--- config.mk ---
export PLATFORM = sky130hd
export DESIGN_NAME = periph_top
export DESIGN_NICKNAME = d
export VERILOG_FILES = /design/src/source/periph_pkg.sv /design/src/source/periph_bus_if.sv /design/src/source/bus_decoder.sv /design/src/source/timer.sv /design/src/source/gpio.sv /design/src/source/periph_top.sv
export SDC_FILE = /design/constraint.sdc
export NUM_CORES = 1
export LEC_CHECK = 0
export ABC_AREA = 0
export BUFFER_PORTS_ARGS = -buffer_cell sky130_fd_sc_hd__buf_2
export CORE_AREA = 5 5 166 184
export CTS_CLUSTER_SIZE = 20
export DETAILED_ROUTE_END_ITERATION = 8
export DIE_AREA = 0 0 171 189
export GPL_TIMING_DRIVEN = 1
export PLACE_DENSITY = 0.44
export SLEW_MARGIN = 20
export SYNTH_ARGS = -nofsm -noshare
export SYNTH_HDL_FRONTEND = slang
export SYNTH_SLANG_ARGS = --single-unit
--- constraint.sdc ---
create_clock -name clk -period 2.9 [get_ports clk]
set_input_delay 0.87 -clock clk [delete_from_list [all_inputs] [get_ports clk]]
set_output_delay 0.87 -clock clk [all_outputs]
set_load 0.01 [all_outputs]
--- src/source/periph_pkg.sv ---
// shared widths, address map and bus and register encodings for the peripheral subsystem
package periph_pkg;

	// data path
	localparam int word_data_w = 32;	// bus data word
	localparam int addr_w = 8;	// master address width

	// address map
	localparam int slave_sel_w = 2;	// region field in top address bits
	localparam int reg_addr_w = 2;	// register index in low address bits

	localparam logic [slave_sel_w-1:0] timer_region = 2'd0;	// interval timer
	localparam logic [slave_sel_w-1:0] gpio_region = 2'd1;	// i/o port
	// regions 2 and 3 left unmapped, answered by the decoder

	// bus opcode
	typedef enum logic {
		bus_write = 1'b0,	// rw low
		bus_read = 1'b1	// rw high
	} bus_rw_e;

	// timer run mode, ctrl bit 1
	typedef enum logic {
		timer_one_shot = 1'b0,	// stop after first expiry
		timer_periodic = 1'b1	// reload and keep counting
	} timer_mode_e;

	// timer register indices
	typedef enum logic [reg_addr_w-1:0] {
		timer_ctrl = 2'd0,	// mode and start
		timer_intr = 2'd1,	// sticky irq
		timer_expr = 2'd2,	// expiry compare value
		timer_counter = 2'd3	// running count
	} timer_reg_e;

	// gpio register indices, index 3 reads zero
	typedef enum logic [reg_addr_w-1:0] {
		gpio_out_data = 2'd0,	// output latch
		gpio_dir = 2'd1,	// 1 = drive pin
		gpio_in_data = 2'd2	// synchronised pins, read only
	} gpio_reg_e;

	// bit positions inside timer registers
	localparam int timer_start_loc = 0;	// ctrl
	localparam int timer_mode_loc = 1;	// ctrl
	localparam int timer_irq_loc = 0;	// intr

	// pin count of the i/o port
	localparam int gpio_w = 8;

endpackage

--- src/source/periph_bus_if.sv ---
`timescale 1ns/10ps
// one slave's strobe bus between the decoder and a peripheral
interface periph_bus_if;
	import periph_pkg::*;

	logic cs_n;	// chip select, low active
	logic as_n;	// address strobe, low active
	bus_rw_e rw;	// read or write
	logic [reg_addr_w-1:0] addr;	// register index only
	logic [word_data_w-1:0] wr_data;	// write data
	logic [word_data_w-1:0] rd_data;	// zero when idle
	logic rdy_n;	// high when idle

	// decoder side
	modport master (
		output cs_n, as_n, rw, addr, wr_data,
		input rd_data, rdy_n
	);

	// peripheral side
	modport slave (
		input cs_n, as_n, rw, addr, wr_data,
		output rd_data, rdy_n
	);

endinterface

--- src/source/bus_decoder.sv ---
`timescale 1ns/10ps
// steers master strobes to the addressed slave and answers unmapped regions itself
module bus_decoder (
	input logic clk,
	input logic reset,
	input logic cs_n,
	input logic as_n,
	input periph_pkg::bus_rw_e rw,
	input logic [periph_pkg::addr_w-1:0] addr,
	input logic [periph_pkg::word_data_w-1:0] wr_data,
	output logic [periph_pkg::word_data_w-1:0] rd_data,
	output logic rdy_n,
	periph_bus_if.master timer_bus,
	periph_bus_if.master gpio_bus
);
	import periph_pkg::*;

	logic [slave_sel_w-1:0] slave_sel;	// region field
	logic timer_hit;
	logic gpio_hit;
	logic unmapped_acc;	// strobed access to region 2 or 3
	logic unmap_rdy_n;	// registered answer for unmapped

	assign slave_sel = addr[addr_w-1 -: slave_sel_w];	// top bits pick the region
	assign timer_hit = (slave_sel == timer_region);
	assign gpio_hit = (slave_sel == gpio_region);
	assign unmapped_acc = !cs_n && !as_n && !timer_hit && !gpio_hit;

	// timer strobes, select gated per region
	assign timer_bus.cs_n = cs_n | !timer_hit;
	assign timer_bus.as_n = as_n;
	assign timer_bus.rw = rw;
	assign timer_bus.addr = addr[reg_addr_w-1:0];	// register index only
	assign timer_bus.wr_data = wr_data;

	// gpio strobes
	assign gpio_bus.cs_n = cs_n | !gpio_hit;
	assign gpio_bus.as_n = as_n;
	assign gpio_bus.rw = rw;
	assign gpio_bus.addr = addr[reg_addr_w-1:0];
	assign gpio_bus.wr_data = wr_data;

	// unmapped answer, one cycle late like a real slave
	always_ff @(posedge clk or negedge reset)
	begin
		if (!reset)
		begin
			unmap_rdy_n <= 1'b1;	// idle
		end
		else
		begin
			unmap_rdy_n <= !unmapped_acc;
		end
	end

	// idle slaves give zero and high, so or and and merge cleanly
	assign rd_data = timer_bus.rd_data | gpio_bus.rd_data;	// unmapped adds nothing
	assign rdy_n = timer_bus.rdy_n & gpio_bus.rdy_n & unmap_rdy_n;

endmodule

--- src/source/timer.sv ---
`timescale 1ns/10ps
// interval timer with expiry compare, one-shot or periodic run and a sticky interrupt
module timer (
	input logic clk,
	input logic reset,
	periph_bus_if.slave bus,
	output logic irq	// level, held until cleared through intr
);
	import periph_pkg::*;

	timer_mode_e mode;	// ctrl bit 1
	logic start;	// ctrl bit 0, counting enabled
	logic [word_data_w-1:0] expr_val;	// compare value
	logic [word_data_w-1:0] counter;	// running count
	timer_reg_e reg_sel;	// decoded index
	logic access;	// strobed cycle
	logic rd_acc;
	logic wr_acc;
	logic expr_flag;	// count reached compare while running
	logic [word_data_w-1:0] rd_mux;	// value for the read

	assign access = !bus.cs_n && !bus.as_n;
	assign rd_acc = access && (bus.rw == bus_read);
	assign wr_acc = access && (bus.rw == bus_write);
	assign reg_sel = timer_reg_e'(bus.addr);
	assign expr_flag = start && (counter == expr_val);

	// register read select
	always_comb
	begin
		rd_mux = '0;
		case (reg_sel)
			timer_ctrl:
			begin
				rd_mux[timer_mode_loc] = mode;
				rd_mux[timer_start_loc] = start;
			end
			timer_intr: rd_mux[timer_irq_loc] = irq;
			timer_expr: rd_mux = expr_val;
			timer_counter: rd_mux = counter;
			default: rd_mux = '0;
		endcase
	end

	// bus answer one cycle after the strobe
	always_ff @(posedge clk or negedge reset)
	begin
		if (!reset)
		begin
			bus.rdy_n <= 1'b1;
			bus.rd_data <= '0;
		end
		else
		begin
			bus.rdy_n <= !access;
			bus.rd_data <= rd_acc ? rd_mux : '0;	// zero outside the answer cycle
		end
	end

	// control, compare and count registers
	always_ff @(posedge clk or negedge reset)
	begin
		if (!reset)
		begin
			mode <= timer_one_shot;
			start <= 1'b0;
			irq <= 1'b0;
			expr_val <= '0;
			counter <= '0;
		end
		else
		begin
			// ctrl write beats one-shot stop
			if (wr_acc && (reg_sel == timer_ctrl))
			begin
				start <= bus.wr_data[timer_start_loc];
				mode <= timer_mode_e'(bus.wr_data[timer_mode_loc]);
			end
			else if (expr_flag && (mode == timer_one_shot))
			begin
				start <= 1'b0;	// single run done
			end

			// expiry beats a clearing write
			if (expr_flag)
			begin
				irq <= 1'b1;
			end
			else if (wr_acc && (reg_sel == timer_intr))
			begin
				irq <= bus.wr_data[timer_irq_loc];
			end

			if (wr_acc && (reg_sel == timer_expr))
			begin
				expr_val <= bus.wr_data;
			end

			// write, then wrap, then count
			if (wr_acc && (reg_sel == timer_counter))
			begin
				counter <= bus.wr_data;
			end
			else if (expr_flag)
			begin
				counter <= '0;	// period is expr + 1
			end
			else if (start)
			begin
				counter <= counter + 1'b1;
			end
		end
	end

endmodule

--- src/source/gpio.sv ---
`timescale 1ns/10ps
// general purpose i/o port with output and direction latches and a synchronised input
module gpio (
	input logic clk,
	input logic reset,
	periph_bus_if.slave bus,
	input logic [periph_pkg::gpio_w-1:0] gpio_in,	// async pins
	output logic [periph_pkg::gpio_w-1:0] gpio_out,
	output logic [periph_pkg::gpio_w-1:0] gpio_oe	// 1 = pin driven
);
	import periph_pkg::*;

	logic [gpio_w-1:0] out_data;	// output latch
	logic [gpio_w-1:0] dir_reg;	// direction latch
	logic [gpio_w-1:0] sync_meta;	// first sync stage
	logic [gpio_w-1:0] in_data;	// second stage, readable
	gpio_reg_e reg_sel;
	logic access;
	logic rd_acc;
	logic wr_acc;
	logic [word_data_w-1:0] rd_mux;

	assign access = !bus.cs_n && !bus.as_n;
	assign rd_acc = access && (bus.rw == bus_read);
	assign wr_acc = access && (bus.rw == bus_write);
	assign reg_sel = gpio_reg_e'(bus.addr);

	// zero extended register view
	always_comb
	begin
		rd_mux = '0;
		case (reg_sel)
			gpio_out_data: rd_mux[gpio_w-1:0] = out_data;
			gpio_dir: rd_mux[gpio_w-1:0] = dir_reg;
			gpio_in_data: rd_mux[gpio_w-1:0] = in_data;
			default: rd_mux = '0;	// index 3 unused
		endcase
	end

	always_ff @(posedge clk or negedge reset)
	begin
		if (!reset)
		begin
			bus.rdy_n <= 1'b1;
			bus.rd_data <= '0;
			out_data <= '0;
			dir_reg <= '0;	// all pins input
			sync_meta <= '0;
			in_data <= '0;
		end
		else
		begin
			bus.rdy_n <= !access;
			bus.rd_data <= rd_acc ? rd_mux : '0;
			if (wr_acc && (reg_sel == gpio_out_data))
			begin
				out_data <= bus.wr_data[gpio_w-1:0];
			end
			if (wr_acc && (reg_sel == gpio_dir))
			begin
				dir_reg <= bus.wr_data[gpio_w-1:0];
			end
			// two flops, visible two cycles after the pin moves
			sync_meta <= gpio_in;
			in_data <= sync_meta;
		end
	end

	assign gpio_out = out_data;
	assign gpio_oe = dir_reg;	// direction drives the pad enables

endmodule

--- src/source/periph_top.sv ---
`timescale 1ns/10ps
// peripheral subsystem top joining the bus decoder, interval timer and i/o port
module periph_top (
	input logic clk,
	input logic reset,
	// master port
	input logic cs_n,
	input logic as_n,
	input periph_pkg::bus_rw_e rw,
	input logic [periph_pkg::addr_w-1:0] addr,
	input logic [periph_pkg::word_data_w-1:0] wr_data,
	output logic [periph_pkg::word_data_w-1:0] rd_data,
	output logic rdy_n,
	// timer interrupt, level
	output logic irq,
	// pins
	input logic [periph_pkg::gpio_w-1:0] gpio_in,
	output logic [periph_pkg::gpio_w-1:0] gpio_out,
	output logic [periph_pkg::gpio_w-1:0] gpio_oe
);

	periph_bus_if timer_bus ();	// decoder to timer
	periph_bus_if gpio_bus ();	// decoder to gpio

	bus_decoder u_bus_decoder (
		.clk (clk),
		.reset (reset),
		.cs_n (cs_n),
		.as_n (as_n),
		.rw (rw),
		.addr (addr),
		.wr_data (wr_data),
		.rd_data (rd_data),
		.rdy_n (rdy_n),
		.timer_bus (timer_bus.master),
		.gpio_bus (gpio_bus.master)
	);

	timer u_timer (
		.clk (clk),
		.reset (reset),
		.bus (timer_bus.slave),
		.irq (irq)
	);

	gpio u_gpio (
		.clk (clk),
		.reset (reset),
		.bus (gpio_bus.slave),
		.gpio_in (gpio_in),
		.gpio_out (gpio_out),
		.gpio_oe (gpio_oe)
	);

endmodule

======== Word-level counts from Yosys, hierarchy flattened ========
Cells that the tools add are included.
storage, ports and cells
  logic and storage cells ................. 71
  flip-flop bits (word level) ............. 166
  output and inout bits ................... 50
  input port bits ......................... 53
cells by class
  equal/unequal tests ..................... 5
  add/sub/neg operators ................... 1
  reductions and logical operators ........ 31
  mux-type cells .......................... 13
  bitwise logic cells ..................... 7
operators by type and width
  cell                                                             number
  32-bit two-way mux                                               4
  30-bit one-hot mux with 2 select lines                           1
  32-bit by 1-bit adder with 32-bit output, second input constant  1
  32-bit == test                                                   1
  32-bit bitwise OR                                                1
  8-bit one-hot mux with 3 select lines                            1
  1-bit logical AND                                                17
  1-bit logical NOT                                                9
  8-bit two-way mux                                                1
  2-bit by 1-bit == test with 1-bit output, second input constant  2
  2-bit == test, second input constant                             2
  2-bit logical NOT                                                2
  1-bit two-way mux                                                4
  1-bit one-hot mux with 4 select lines                            1
  2-bit nonzero test                                               2
  1-bit one-hot mux with 3 select lines                            1
  3-bit nonzero test                                               1
  1-bit AND                                                        2
  1-bit inverter                                                   2
  1-bit bitwise OR                                                 2

======== Longest topological paths before layout ========
  depth in word-level cells ............... 9
  gate-level depth with buffers ........... 8

======== Hierarchy ========
Synthesis repeated with hierarchy kept, for this count alone.
unflattened totals
  cells, all modules ...................... 747
  area total of the unflattened synthesis .. 7747.4 sq um
modules (own cells, without submodules)
  module       area an instance (sq um)  cells an instance  instances
  timer        5282.6                    513                1
  gpio         1667.8                    125                1
  bus_decoder  797.0                     109                1

======== Worst setup path before layout ========
No wires, ideal clock.
  kind .................................... input-to-reg
  start point ............................. input port addr[1] (netlist bit)
  end point ............................... register u_timer.expr_val[10]
  arrival ................................. 2383 ps
  required time ........................... 2775 ps
  setup slack ............................. 392 ps
  library setup time ...................... 125 ps
  stages .................................. 6
  cells stage by stage .................... buf_2 -> nor2b_1 -> clkbuf_1 -> nor3b_2 -> buf_2 -> mux2_2
on the way
  word-level cells in the longest chain between the ends .. 2
ends and longest elaborated chain
  item                    RTL line          source
  start: declaration      periph_top.sv:10  input logic [periph_pkg::addr_w-1:0] addr,
  2-bit == test           timer.sv:94       if (wr_acc && (reg_sel == timer_expr))
  1-bit logical AND       timer.sv:94
  end signal: assignment  timer.sv:96       expr_val <= bus.wr_data;
  end: declaration        timer.sv:13       logic [word_data_w-1:0] expr_val;
No other way between the ends.
A chain may end at the register's enable or synchronous reset.

======== Final worst setup path ========
  start point ............................. register u_timer.counter[7]
  end point ............................... register u_timer.counter[20]
on the way
  word-level cells in the longest chain between the ends .. 4
  elaborated cells on any way between the ends .. 7
  classes of those cells .................. add/sub: 1; eq/ne: 1; mux: 3; reduce/logical: 2
ends and longest elaborated chain
  item                                                                        RTL line                   source
  start: declaration                                                          timer.sv:14                logic [word_data_w-1:0] counter;
  start signal: assignment                                                    timer.sv:102               counter <= bus.wr_data;
  start signal: assignment                                                    timer.sv:110               counter <= counter + 1'b1;
  32-bit by 1-bit adder with 32-bit output or 32-bit == test (tied branches)  timer.sv:110, timer.sv:26
  32-bit two-way mux or 1-bit logical AND (tied branches)                     timer.sv:108, timer.sv:26
  32-bit two-way mux                                                          timer.sv:104               else if (expr_flag)
  32-bit two-way mux                                                          timer.sv:100               if (wr_acc && (reg_sel == timer_counter))
Several ways; a longest one is shown, not always the timed one. The select of a mux whose other input is x is not followed.

==> impl_metrics.env <==
export IMPL_status="complete, no violations"
export IMPL_worst_setup_path_start_kind="flop"
export IMPL_leakage_nw=3.84
export IMPL_synth_seq_cells=142
export IMPL_synth_flop_cell="dfrtp_1"
export IMPL_timing_final_crit_share_pct=82.0
export IMPL_worstMarginPinSlew_ns=0.641
export IMPL_hp_class="flop to flop"
export IMPL_syn2layout_area_growth_pct=20.7
export IMPL_drc=0
export IMPL_yosysTopAreaCell="dfrtp_1"
export IMPL_netlist_instances=663
export IMPL_antenna_found_initial=0
export IMPL_post_drt_wl_per_cell_um=17.7
export IMPL_avgViaCountPerCell=4.52
export IMPL_slew_viol_final=0
export IMPL_synth_nets=717
export IMPL_final_setup_tns_ns=0
export IMPL_grt_busiest_layer="met2"
export IMPL_grt_usage_pct=12.5
export IMPL_cts_buffer_depth=2
export IMPL_rows=65
export IMPL_clk_pin_slew_worst_paths_ns=0.07
export IMPL_synth_area_mm2=0.00704
export IMPL_die_w_um=171
export IMPL_postSynthAreaPerCell_um2=10.6
export IMPL_drt_iter0_markers=315
export IMPL_max_vdd_ir_drop_v=0.000296
export IMPL_cts_sinks=142
export IMPL_synth_distinct_cells=47
export IMPL_yosys_area_share_simple_pct=20.3
export IMPL_hold_viol=0
export IMPL_setup_violations=0
export IMPL_gp_congestion=0.829
export IMPL_max_clock_freq_mhz=420
export IMPL_synth_xor_area_share_pct=5.10
export IMPL_initial_core_util_pct=24.8
export IMPL_met3_usage_pct=3.13
export IMPL_cap_viol_max_count=0
export IMPL_crit_path_end_kind="flop"
export IMPL_power_density_mw_per_mm2=671
export IMPL_die_h_um=189
export IMPL_p_total_w=0.00570
export IMPL_clock_root_buffer="clkbuf_16"
export IMPL_die_area_mm2=0.0323
export IMPL_ant_nets=0
export IMPL_critical_path_class="flop to flop"
export IMPL_antenna_cells=0
export IMPL_synth_warnings=0
export IMPL_synth_compound_area_share_pct=4.98
export IMPL_grt_use_met1_pct=17.6
export IMPL_async_flop_share_pct=100
export IMPL_holdBufCountCts=0
export IMPL_fin_crit_ns=2.38
export IMPL_cp_required_ns=3.20
export IMPL_drive_above_1_share_pct=30.3
export IMPL_grt_use_met2_pct=19.4
export IMPL_cp_data_arrival_time_ns=2.68
export IMPL_synth_top_family_by_area="simple AND/OR/NAND/NOR gates"
export IMPL_synth_fa_ha_area_share_pct=0.178
export IMPL_postCtsSetupRepairBufs=0
export IMPL_gr_total_overflow=0
export IMPL_slew_headroom_pct=57.3
export IMPL_cts_inserted_buffers=17
export IMPL_synthMuxAreaShare_pct=13.1
export IMPL_final_util_pct=29.9
export IMPL_nets=797
export IMPL_synth_top_area_share_pct=49.4
export IMPL_cts_tree="done"
export IMPL_grt_max_degree=53
export IMPL_routed_wl_mm=19.9
export IMPL_ys_seq_area_share_pct=50.6
export IMPL_ys_top_cells_by_count="dfrtp_1 (139), nor2_1 (69), mux2_2 (46), nand2_1 (42), mux2i_1 (38)"
export IMPL_cp_max_fo=9
export IMPL_worstSkewPairLatency_ns=0.43
export IMPL_grt_pass1_wl_mm=31.3
export IMPL_synthTopCellsByArea="dfrtp_1 (49%), mux2_2 (7.4%), mux2i_1 (5.4%)"
export IMPL_rsz0062_at_grt="no"
export IMPL_skew_ns=0.0102
export IMPL_yosysMostFrequentCell="dfrtp_1"
export IMPL_fp_coreArea_mm2=0.0284
export IMPL_port_buffers=98
export IMPL_ctsResizeCount=0
export IMPL_h_tree_depth=4
export IMPL_firstDrtPassIters=5
export IMPL_vias=5083
export IMPL_num_io_pins=103
export IMPL_grt_pass1_vias=5250
export IMPL_post_dp_hpwl_mm=14.5
export IMPL_synth_edf_count=0
-- critical path, stage by stage (launching register included) --
cell and delay (ns):
dfrtp_1 0.48, xnor2_1 0.42, nand3_1 0.21, nor3_1 0.37, nand4_1 0.44, nand4_1 0.24, nand3_1 0.09
-- flip-flops by register name, summed over array words and instances, names as in the netlist --
register                   flops
u_timer.bus.rd_data           32
u_timer.counter               32
u_timer.expr_val              32
u_gpio.bus.rd_data             8
u_gpio.gpio_oe                 8
u_gpio.gpio_out                8
u_gpio.in_data                 8
u_gpio.sync_meta               8
u_bus_decoder.unmap_rdy_n      1
u_gpio.bus.rdy_n               1
u_timer.bus.rdy_n              1
u_timer.irq                    1
u_timer.mode                   1
u_timer.start                  1
-- power by group --
part / total [W] / internal [W] / switching [W]
registers: 0.00251 / 0.00220 / 0.000309
logic: 0.000956 / 0.000463 / 0.000493
clock network: 0.00224 / 0.00123 / 0.00100
total: 0.00570 / 0.00389 / 0.00181
-- metal layers --
layer  wire length, um  vias to the layer above
met5                 0                        -
met4               188                        0
met3               928                       12
met2              9110                      114
met1              9650                     2473
li1                  -                     2484
-- layout by cell type (no fill, tap or decap), drive strengths merged, types with 17 or more instances in the layout --
cell,n
buf,129
clkbuf,17
dfrtp,139
inv,19
mux2,46
mux2i,38
nand2,42
nand4,33
nor2,69
nor3,25
o31ai,18
xnor2,31
-- per-stage QoR --
stage	cells	instance area [um2]	hold WS, ns	setup WS (ns)
after floorplan	663	7040	0.331	0.392
after global placement	1092	7900	0.334	0.147
after detailed placement	1092	7900	0.335	0.114
after CTS	1124	8490	0.349	0.530
after global routing	1124	8490	0.353	0.335
final	1124	8490	0.348	0.521
-- logic make-up (layout without fill, tap and decap cells) --
| kind of cell | after synthesis | count (layout) |
|---|---|---|
| fa+ha+maj | 1 | 1 |
| mux | 85 | 85 |
| simple gates | 266 | 266 |
| buf+inv | 76 | 169 |
| xor+xnor | 41 | 41 |
| flops | 142 | 142 |
| compound gates | 52 | 52 |
-- final timing paths --
kind                                      from                 endpoint  slack, ns  cells past startpoint
setup / recovery            u_timer.counter[7]      u_timer.counter[20]       0.52                      6
hold reg to reg            u_gpio.sync_meta[1]        u_gpio.in_data[1]       0.35                      0
max in group asynchronous                reset        u_timer.bus.rdy_n       1.73                      2
setup reg to reg            u_timer.counter[7]      u_timer.counter[20]       0.52                      6
min in group asynchronous                reset  u_timer.bus.rd_data[27]       0.39                      1
hold / removal             u_gpio.sync_meta[1]        u_gpio.in_data[1]       0.35                      0
-- layout make-up --
class,count,area (um2)
sequential,142,3560
clock inverter,15,164
inverter,8,30.0
tap,368,460
clock buffer,17,425
multi-input combinational,445,3090
timing repair buffer,129,767
fill,2938,19900
Note: power is estimated with default switching activity, not from simulation.
